==> src/dual_mem_stage_cfg.svh <==
`ifndef DUAL_MEM_STAGE_CFG_SVH
`define DUAL_MEM_STAGE_CFG_SVH

////////////////////////////////////////
// Datapath

`define DMS_XLEN 32 // Data and address width

////////////////////////////////////////
// Scratchpad banks

`define DMS_DTIM_DEPTH 256 // Words per bank
`define DMS_DTIM_WAIT 2 // Request to ready, at least 1

`endif

==> src/mem_op_pkg.sv <==
package mem_op_pkg;

  ////////////////////////////////////////
  // Lane operation

  typedef enum logic [2:0] {
    OP_NONE  = 3'd0,
    OP_ALU   = 3'd1,
    OP_LOAD  = 3'd2,
    OP_STORE = 3'd3,
    OP_FENCE = 3'd4
  } lane_op_e;

  typedef enum logic [1:0] {
    SZ_BYTE = 2'd0,
    SZ_HALF = 2'd1,
    SZ_WORD = 2'd2
  } lsu_size_e;

  typedef logic [4:0] reg_addr_t; // Destination register index

  // Needs a bank access
  function automatic logic op_is_mem(lane_op_e op);
    return (op == OP_LOAD) || (op == OP_STORE) || (op == OP_FENCE);
  endfunction

  // Writes the register file
  function automatic logic op_writes_reg(lane_op_e op);
    return (op == OP_ALU) || (op == OP_LOAD);
  endfunction

endpackage

==> src/mem_data_pkg.sv <==
`include "dual_mem_stage_cfg.svh"

package mem_data_pkg;

  localparam int STRB_W = `DMS_XLEN / 8;

  ////////////////////////////////////////
  // Data and address

  typedef logic [`DMS_XLEN-1:0] word_t;
  typedef logic [`DMS_XLEN-1:0] addr_t;
  typedef logic [STRB_W-1:0] strb_t; // One bit per byte lane

  ////////////////////////////////////////
  // Write-back record

  typedef struct packed {
    logic wren;
    mem_op_pkg::reg_addr_t waddr;
    word_t wdata;
  } lane_result_t;

endpackage

==> src/lsu_align.sv <==
`timescale 1ns/100ps

module lsu_align (
  input  mem_op_pkg::lsu_size_e size,
  input  logic unsigned_ld,
  input  logic [1:0] addr_lo,
  input  mem_data_pkg::word_t sdata,
  input  mem_data_pkg::word_t rdata,
  output mem_data_pkg::word_t wdata,
  output mem_data_pkg::strb_t wstrb,
  output mem_data_pkg::word_t ldata
);
  import mem_op_pkg::*;
  import mem_data_pkg::*;

  word_t shifted;
  logic sign;

  // Store side
  always_comb begin
    case (size)
      SZ_BYTE: begin
        wdata = {4{sdata[7:0]}};
        wstrb = strb_t'(4'b0001 << addr_lo);
      end
      SZ_HALF: begin
        wdata = {2{sdata[15:0]}};
        wstrb = addr_lo[1] ? 4'b1100 : 4'b0011;
      end
      default: begin
        wdata = sdata;
        wstrb = 4'b1111;
      end
    endcase
  end

  // Load side
  assign shifted = rdata >> {addr_lo, 3'b000};

  always_comb begin
    sign = 1'b0;
    case (size)
      SZ_BYTE: begin
        sign = ~unsigned_ld & shifted[7];
        ldata = {{($bits(word_t) - 8){sign}}, shifted[7:0]};
      end
      SZ_HALF: begin
        sign = ~unsigned_ld & shifted[15];
        ldata = {{($bits(word_t) - 16){sign}}, shifted[15:0]};
      end
      default: ldata = rdata;
    endcase
  end

  a_half_aligned: assert final (size !== SZ_HALF || addr_lo[0] !== 1'b1);

endmodule

==> src/stage_ctrl_fsm.sv <==
`timescale 1ns/100ps

module stage_ctrl_fsm (
  input  logic clock,
  input  logic reset,
  input  logic clear,
  input  logic l0_mem,
  input  logic l1_mem,
  input  logic l0_fence,
  input  logic ready0,
  input  logic ready1,
  output logic stall,
  output logic kill_l1,
  output logic issue
);
  typedef enum logic [1:0] {
    ST_RUN,
    ST_WAIT_MEM,
    ST_WAIT_FENCE
  } state_e;

  state_e state_q, state_d;

  assign kill_l1 = l0_fence || (state_q == ST_WAIT_FENCE);
  assign issue = ~clear; // Clear cancels the bank requests
  assign stall = ~clear & ((l0_mem & ~ready0) | (l1_mem & ~kill_l1 & ~ready1));

  always_comb begin
    state_d = state_q;
    if (clear) begin
      state_d = ST_RUN;
    end else begin
      case (state_q)
        ST_RUN: if (stall) state_d = l0_fence ? ST_WAIT_FENCE : ST_WAIT_MEM;
        default: if (!stall) state_d = ST_RUN;
      endcase
    end
  end

  always_ff @(posedge clock) begin
    if (reset == 1'b0) begin
      state_q <= ST_RUN;
    end else begin
      state_q <= state_d;
    end
  end

  // Upstream keeps the pending operation in place
  a_held: assert property (@(posedge clock) disable iff (reset == 1'b0)
    (state_q != ST_RUN) && !clear |-> l0_mem || l1_mem);
  // No stale access completes after a clear
  a_clear_unstalls: assert property (@(posedge clock) disable iff (reset == 1'b0)
    clear |=> !(ready0 || ready1));

endmodule

==> src/memory_stage.sv <==
`timescale 1ns/100ps

module memory_stage (
  input  logic clock,
  input  logic reset,
  input  logic clear,
  input  mem_op_pkg::lane_op_e l0_op,
  input  mem_op_pkg::lsu_size_e l0_size,
  input  logic l0_unsigned_ld,
  input  mem_data_pkg::addr_t l0_addr,
  input  mem_data_pkg::word_t l0_data,
  input  mem_op_pkg::reg_addr_t l0_waddr,
  input  mem_op_pkg::lane_op_e l1_op,
  input  mem_op_pkg::lsu_size_e l1_size,
  input  logic l1_unsigned_ld,
  input  mem_data_pkg::addr_t l1_addr,
  input  mem_data_pkg::word_t l1_data,
  input  mem_op_pkg::reg_addr_t l1_waddr,
  output logic mem0_valid,
  output logic mem0_fence,
  output mem_data_pkg::addr_t mem0_addr,
  output mem_data_pkg::word_t mem0_wdata,
  output mem_data_pkg::strb_t mem0_wstrb,
  input  logic mem0_ready,
  input  mem_data_pkg::word_t mem0_rdata,
  output logic mem1_valid,
  output logic mem1_fence,
  output mem_data_pkg::addr_t mem1_addr,
  output mem_data_pkg::word_t mem1_wdata,
  output mem_data_pkg::strb_t mem1_wstrb,
  input  logic mem1_ready,
  input  mem_data_pkg::word_t mem1_rdata,
  output logic stall,
  output logic l0_res_wren,
  output mem_op_pkg::reg_addr_t l0_res_waddr,
  output mem_data_pkg::word_t l0_res_wdata,
  output logic l1_res_wren,
  output mem_op_pkg::reg_addr_t l1_res_waddr,
  output mem_data_pkg::word_t l1_res_wdata
);
  import mem_op_pkg::*;
  import mem_data_pkg::*;

  logic l0_mem, l1_mem, kill_l1, issue;
  logic l0_ldst, l1_ldst;
  word_t l0_wdata, l1_wdata, l0_ldata, l1_ldata;
  strb_t l0_wstrb, l1_wstrb;
  lane_result_t r0_d, r1_d, r0_q, r1_q;

  assign l0_mem = op_is_mem(l0_op);
  assign l1_mem = op_is_mem(l1_op);
  assign l0_ldst = (l0_op == OP_LOAD) || (l0_op == OP_STORE);
  assign l1_ldst = (l1_op == OP_LOAD) || (l1_op == OP_STORE);

  stage_ctrl_fsm u_ctrl (
    .clock(clock), .reset(reset), .clear(clear),
    .l0_mem(l0_mem), .l1_mem(l1_mem), .l0_fence(l0_op == OP_FENCE),
    .ready0(mem0_ready), .ready1(mem1_ready),
    .stall(stall), .kill_l1(kill_l1), .issue(issue)
  );

  // Offset only matters for loads and stores
  lsu_align u_align0 (
    .size(l0_size), .unsigned_ld(l0_unsigned_ld),
    .addr_lo(l0_ldst ? l0_addr[1:0] : 2'b00),
    .sdata(l0_data), .rdata(mem0_rdata),
    .wdata(l0_wdata), .wstrb(l0_wstrb), .ldata(l0_ldata)
  );

  lsu_align u_align1 (
    .size(l1_size), .unsigned_ld(l1_unsigned_ld),
    .addr_lo(l1_ldst ? l1_addr[1:0] : 2'b00),
    .sdata(l1_data), .rdata(mem1_rdata),
    .wdata(l1_wdata), .wstrb(l1_wstrb), .ldata(l1_ldata)
  );

  ////////////////////////////////////////
  // Bank requests

  assign mem0_valid = issue & l0_mem;
  assign mem0_fence = (l0_op == OP_FENCE);
  assign mem0_addr = l0_addr;
  assign mem0_wdata = l0_wdata;
  assign mem0_wstrb = (l0_op == OP_STORE) ? l0_wstrb : '0; // Zero strobe reads

  assign mem1_valid = issue & l1_mem & ~kill_l1; // Squashed behind a lane 0 fence
  assign mem1_fence = (l1_op == OP_FENCE);
  assign mem1_addr = l1_addr;
  assign mem1_wdata = l1_wdata;
  assign mem1_wstrb = (l1_op == OP_STORE) ? l1_wstrb : '0;

  ////////////////////////////////////////
  // Write-back registers

  always_comb begin
    r0_d.wren = op_writes_reg(l0_op) & ~stall & ~clear;
    r0_d.waddr = l0_waddr;
    r0_d.wdata = (l0_op == OP_LOAD) ? l0_ldata : l0_data;
    r1_d.wren = op_writes_reg(l1_op) & ~stall & ~clear & ~kill_l1;
    r1_d.waddr = l1_waddr;
    r1_d.wdata = (l1_op == OP_LOAD) ? l1_ldata : l1_data;
  end

  always_ff @(posedge clock) begin
    if (reset == 1'b0) begin
      r0_q.wren <= 1'b0;
      r1_q.wren <= 1'b0;
    end else begin
      r0_q <= r0_d;
      r1_q <= r1_d;
    end
  end

  assign l0_res_wren = r0_q.wren;
  assign l0_res_waddr = r0_q.waddr;
  assign l0_res_wdata = r0_q.wdata;
  assign l1_res_wren = r1_q.wren;
  assign l1_res_waddr = r1_q.waddr;
  assign l1_res_wdata = r1_q.wdata;

endmodule

==> config.mk <==
export PLATFORM = sky130hd
export DESIGN_NAME = memory_stage
export DESIGN_NICKNAME = d
export VERILOG_FILES = /design/src/mem_op_pkg.sv /design/src/mem_data_pkg.sv /design/src/lsu_align.sv /design/src/stage_ctrl_fsm.sv /design/src/memory_stage.sv
export VERILOG_INCLUDE_DIRS = /design/src
export SDC_FILE = /design/constraint.sdc
export NUM_CORES = 1
export LEC_CHECK = 0
export BUFFER_PORTS_ARGS = -buffer_cell sky130_fd_sc_hd__buf_2
export CAP_MARGIN = 10
export CORE_AREA = 2 2 172 174
export DETAILED_ROUTE_END_ITERATION = 6
export DIE_AREA = 0 0 174 176
export PLACE_DENSITY = 0.53
export SLEW_MARGIN = 20
export SYNTH_ARGS = -nofsm -noshare
export SYNTH_HDL_FRONTEND = slang
export SYNTH_SLANG_ARGS = --single-unit
export TNS_END_PERCENT = 100
==> constraint.sdc <==
create_clock -name clock -period 3.5 [get_ports clock]
set_clock_uncertainty 0.05 [all_clocks]
set_input_delay 0.175 -clock clock [delete_from_list [all_inputs] [get_ports clock]]
set_output_delay 0.175 -clock clock [all_outputs]
set_load 0.03 [all_outputs]
======== Word-level counts from Yosys, hierarchy flattened ========
Index checks and enable logic that the tools add are counted.
W data, S select, Z words.
cells by class
  reduce and logical (&&, ||, !) cells .... 12
  mux-type cells .......................... 18
  equal/unequal tests ..................... 13
  shift operators ......................... 4
  bitwise gates (word level) .............. 25
operator list
  kind                   count
  $pmux W32 S2           4
  $mux W32               2
  $shr A32 B5 Y16        2
  $and A1 B1 Y1          16
  $mux W4                4
  $pmux W4 S2            2
  $eq A3 B2 Y1 const B   4
  $mux W2                6
  $not A1 Y1             8
  $shl A1 B2 Y4 const A  2
  $logic_or A1 B1 Y1     7
  $eq A3 B1 Y1 const B   2
  $eq A3 B3 Y1 const B   2
  $logic_not A2 Y1       3
  $eq A2 B1 Y1 const B   2
  $eq A2 B2 Y1 const B   1
  $ne A2 B1 Y1 const B   1
  $ne A2 B2 Y1 const B   1
  $reduce_and A2 Y1      1
  $reduce_or A2 Y1       1
  $or A1 B1 Y1           1
word-level totals
  register bits after elaboration ......... 78

======== Longest topological paths before layout ========
  depth in word-level cells ............... 11
  mapped depth ............................ 8
  mapped depth without buffers ............ 6

======== Cells and area by module ========
A second synthesis with hierarchy kept.
second synthesis, totals
  cells, all modules ...................... 652
  area, all modules ....................... 6393.6 sq um
modules (own cells, without submodules)
  module          area each (sq um)  cells each  instances  sequential area each (sq um)
  memory_stage    3749.8             240         1          2262.2
  lsu_align       1261.2             199         2          0.0
  stage_ctrl_fsm  121.4              14          1          40.0

======== Worst setup path before layout ========
No wires, ideal clock.
  path type ............................... input -> register
  start point ............................. in l1_op[0]
  end point ............................... reg u_ctrl.state_q[0]
  slack ................................... 1.241 ns
  stages .................................. 5
  arrival ................................. 2.147 ns
  setup time .............................. 0.062 ns
  data required time ...................... 3.388 ns
  buffers on the path ..................... 0
  cell sequence ........................... nor3b_1 o221ai_1 o22a_1 nor2_1 and3_1
on the way
  longest elaborated chain between the ends .. 9
  elaborated cells on any way between the ends .. 12
  classes of those cells .................. 5 x eq/ne; 4 x bitwise; 3 x reduce/logical
ends and longest elaborated chain
  item                                                    line                  text
  start, declared                                         memory_stage.sv:13    input mem_op_pkg::lane_op_e l1_op,
  $eq A3 B2 Y1                                            mem_op_pkg.sv:24      return (op == OP_LOAD) || (op == OP_STORE) || (op == OP_FENCE);
  $logic_or A1 B1 Y1                                      mem_op_pkg.sv:24
  $logic_or A1 B1 Y1 (*)                                  mem_op_pkg.sv:24
  $and A1 B1 Y1 (*) (2 in a row)                          stage_ctrl_fsm.sv:26  assign stall = ~clear & ((l0_mem & ~ready0) | (l1_mem & ~kill_l1 & ~ready1));
  $or A1 B1 Y1 (*)                                        stage_ctrl_fsm.sv:26
  $and A1 B1 Y1 (*)                                       stage_ctrl_fsm.sv:26
  named net stall                                         memory_stage.sv:33    output logic stall,
  $ne A2 B1 Y1 (no line) or $ne A2 B2 Y1 (tied branches)  n/a
  $reduce_and A2 Y1 (no line) (*)                         n/a
  end signal, assigned                                    stage_ctrl_fsm.sv:44  state_q <= state_d;
  end, declared                                           stage_ctrl_fsm.sv:22  state_e state_q, state_d;
The timed path passes the listed nets; every way through them passes the cells marked *.
A chain may end at the register's enable or synchronous reset.

==> results.sh <==
export IMPL_syn_inst=654
export IMPL_remaining_drc_errors=0
export IMPL_synth_area_leaders="edfxtp_1 (38%), buf_4 (11%), mux2_2 (6.1%), o21ai_0 (5.7%), mux2i_1 (5.4%)"
export IMPL_synth_area_leader_cell="edfxtp_1"
export IMPL_cts_num_sinks=78
export IMPL_cts_setup_buffers=0
export IMPL_num_io_pins=436
export IMPL_drt_wl_total_mm=26.38
export IMPL_cts_resized=0
export IMPL_arrival_ns=2.92
export IMPL_drive_above_1_share_pct=43.07
export IMPL_root_buffer="clkbuf_16"
export IMPL_layout_setup_ws_ns=0.7380
export IMPL_criticalPathCategory="primary input to register"
export IMPL_layout_nets=1094
export IMPL_p_per_area_mw_per_mm2=399.3
export IMPL_routed_via_count=5952
export IMPL_ys_warn_count=0
export IMPL_core_area_mm2=0.02855
export IMPL_yosysSeqAreaShare_pct=38.90
export IMPL_syn_nets=873
export IMPL_post_synth_top_count_cell="buf_4"
export IMPL_start_kind="primary input"
export IMPL_synth_enable_flop_cells=74
export IMPL_fin_crit_sh_pct=78.92
export IMPL_grt_pass1_vias=5699
export IMPL_required_ns=3.66
export IMPL_yosysTopAreaCellShare_pct=37.55
export IMPL_status="complete, no violations"
export IMPL_rsz0062_at_grt="no"
export IMPL_fp_dieH_um=176
export IMPL_setup_tns_ns=0
export IMPL_grt_pass1_wl_mm=37.79
export IMPL_initial_utilization_pct=20.73
export IMPL_synthFlopType="edfxtp_1"
export IMPL_hold_path_class="primary input to register"
export IMPL_place_port_buffers=315
export IMPL_clockBufferDepth=2
export IMPL_cap_viol_max_count=0
export IMPL_vias_per_cell=4.705
export IMPL_yosys_top_cells_count="buf_4 (84), nand2_1 (79), edfxtp_1 (74), o21ai_0 (67), a21oi_1 (38)"
export IMPL_antenna_found_initial=1
export IMPL_hold_viol=0
export IMPL_tightest_slew_ns=0.9260
export IMPL_synth_cell_types=48
export IMPL_period_needed_ns=2.762
export IMPL_syn_area_mm2=0.005918
export IMPL_grt_max_degree=44
export IMPL_drtAntennaViolNets=0
export IMPL_critPathMaxFanout=16
export IMPL_grt_total_usage_pct=16.42
export IMPL_clk_pin_slew_worst_paths_ns=0.07
export IMPL_place_gp_congestion=0.9115
export IMPL_setup_viol=0
export IMPL_htreeDepth=3
export IMPL_cts_tree="built"
export IMPL_worst_setup_path_end_kind="register"
export IMPL_fill_cells=3149
export IMPL_ir_worst_vdd_uv=247.2
export IMPL_wl_per_cell_um=20.85
export IMPL_slew_violations=0
export IMPL_max_freq_mhz=362.1
export IMPL_die_w_um=174
export IMPL_multi_input_area_mm2=0.002773
export IMPL_overflow=0
export IMPL_cpPeakStageDelay_ns=0.53
export IMPL_dp_final_hpwl_mm=20.99
export IMPL_dieArea_mm2=0.03062
export IMPL_async_flop_share_pct=0
export IMPL_areaGrowthSynthToFinish_pct=29.07
export IMPL_avgSynthCellArea_um2=9.049
export IMPL_dp_slack_ns=0.9888
export IMPL_slew_headroom_pct=38.04
export IMPL_num_rows=62
export IMPL_drt_first_pass_iters=5
export IMPL_path_cells="dlygate4sd3_1 > buf_2 > nand2b_1 > o21ba_2 > nor4_4 > o21bai_2 > o22a_1"
export IMPL_ys_ff_latch=78
export IMPL_slowest_stage="nor4_4"
export IMPL_seqCellArea_mm2=0.002302
export IMPL_drtIter0Drc=488
export IMPL_p_leak_nw=3.400
export IMPL_numCtsBuffers=9
export IMPL_clk_insertion_delay_late_ns=0.34
## sequential cells by signal (all words and copies together), names as in the netlist
signal          count
l0_res_wdata       32
l1_res_wren         1
l1_res_wdata       32
l0_res_wren         1
u_ctrl.state_q      2
l0_res_waddr        5
l1_res_waddr        5
## timing repair
| action | in CTS | in global routing |
|---|---|---|
| endpoints found under the setup margin | 0 | 0 |
| hold buffers | 11 | 0 |
| endpoints found under the hold margin | 11 | 0 |
## worst max-delay path: cells and delay by family
kind / cells / cell delay [ns]
and+or+nand+nor: 2 / 0.97
AOI/OAI and AO/OA: 3 / 1.10
buffers and inverters: 2 / 0.65
## worst paths after layout
kind / cells past startpoint / slack [ns] / start / endpoint
max: 7 / 0.74 / l0_op[2] / l0_res_wdata[17]
min: 3 / 0.09 / l1_data[27] / l1_res_wdata[27]
max reg2reg: 5 / 2.04 / u_ctrl.state_q[1] / l1_res_wren
min reg2reg: 1 / 0.44 / u_ctrl.state_q[1] / l1_res_wren
## through the flow
| stage | hold WS, ns | utilization (%) | power, mW | instances | cell area [um^2] |
|---|---|---|---|---|---|
| finish | 0.08935 | 26.76 | 3.050 | 1265 | 7639 |
| floorplan | 0.2017 | - | 1.871 | 654 | 5918 |
| global route | 0.09030 | 26.76 | 3.179 | 1265 | 7639 |
| detailed placement | 0.3002 | 25.36 | 2.109 | 1237 | 7239 |
| global placement | 0.3002 | 25.36 | 2.106 | 1237 | 7239 |
| CTS | 0.06733 | 26.75 | 3.088 | 1264 | 7636 |
## cells by family after synthesis
family / share of synthesized area (%)
AND/OR/NAND/NOR: 16.05
AO/OA/AOI/OAI: 18.96
buffers and inverters: 14.29
flip-flops: 38.90
multiplexers: 11.50
XOR/XNOR: 0.2960
## layer usage
metal | global-route usage (%) | share of wire (%)
met1 | 21.06 | 42
met2 | 27.61 | 49
met3 | 2.606 | 5.8
met4 | 6.653 | 3.5
met5 | 0 | 0
## where the power goes
group / internal, mW / total [mW] / switching [mW] / leakage [nW]
logic: 0.304 / 0.960 / 0.656 / 2.51
registers: 1.12 / 1.14 / 0.0232 / 0.756
clock network: 0.497 / 0.950 / 0.453 / 0.135
## cell usage in the layout (no fill, tap or decap), drive strengths merged, types with 10 or more instances in the layout
cell type,instances
buf,323
o21ai,67
or3,11
nor2,32
a21oi,38
nand2b,14
o22ai,15
dlygate4sd3,11
inv,17
mux2,32
mux2i,32
o22a,17
nand2,79
edfxtp,74
nor2b,10
nand3,33
## cell type report
cell class,instances,area share (%)
multi-input combinational,440,36.30
tap,384,6.290
sequential,78,30.14
timing repair buffer,334,22.90
inverter,12,0.5897
clock inverter,7,0.8026
antenna,1,0.03276
clock buffer,9,2.948
Note: power is estimated with default switching activity, not from simulation.
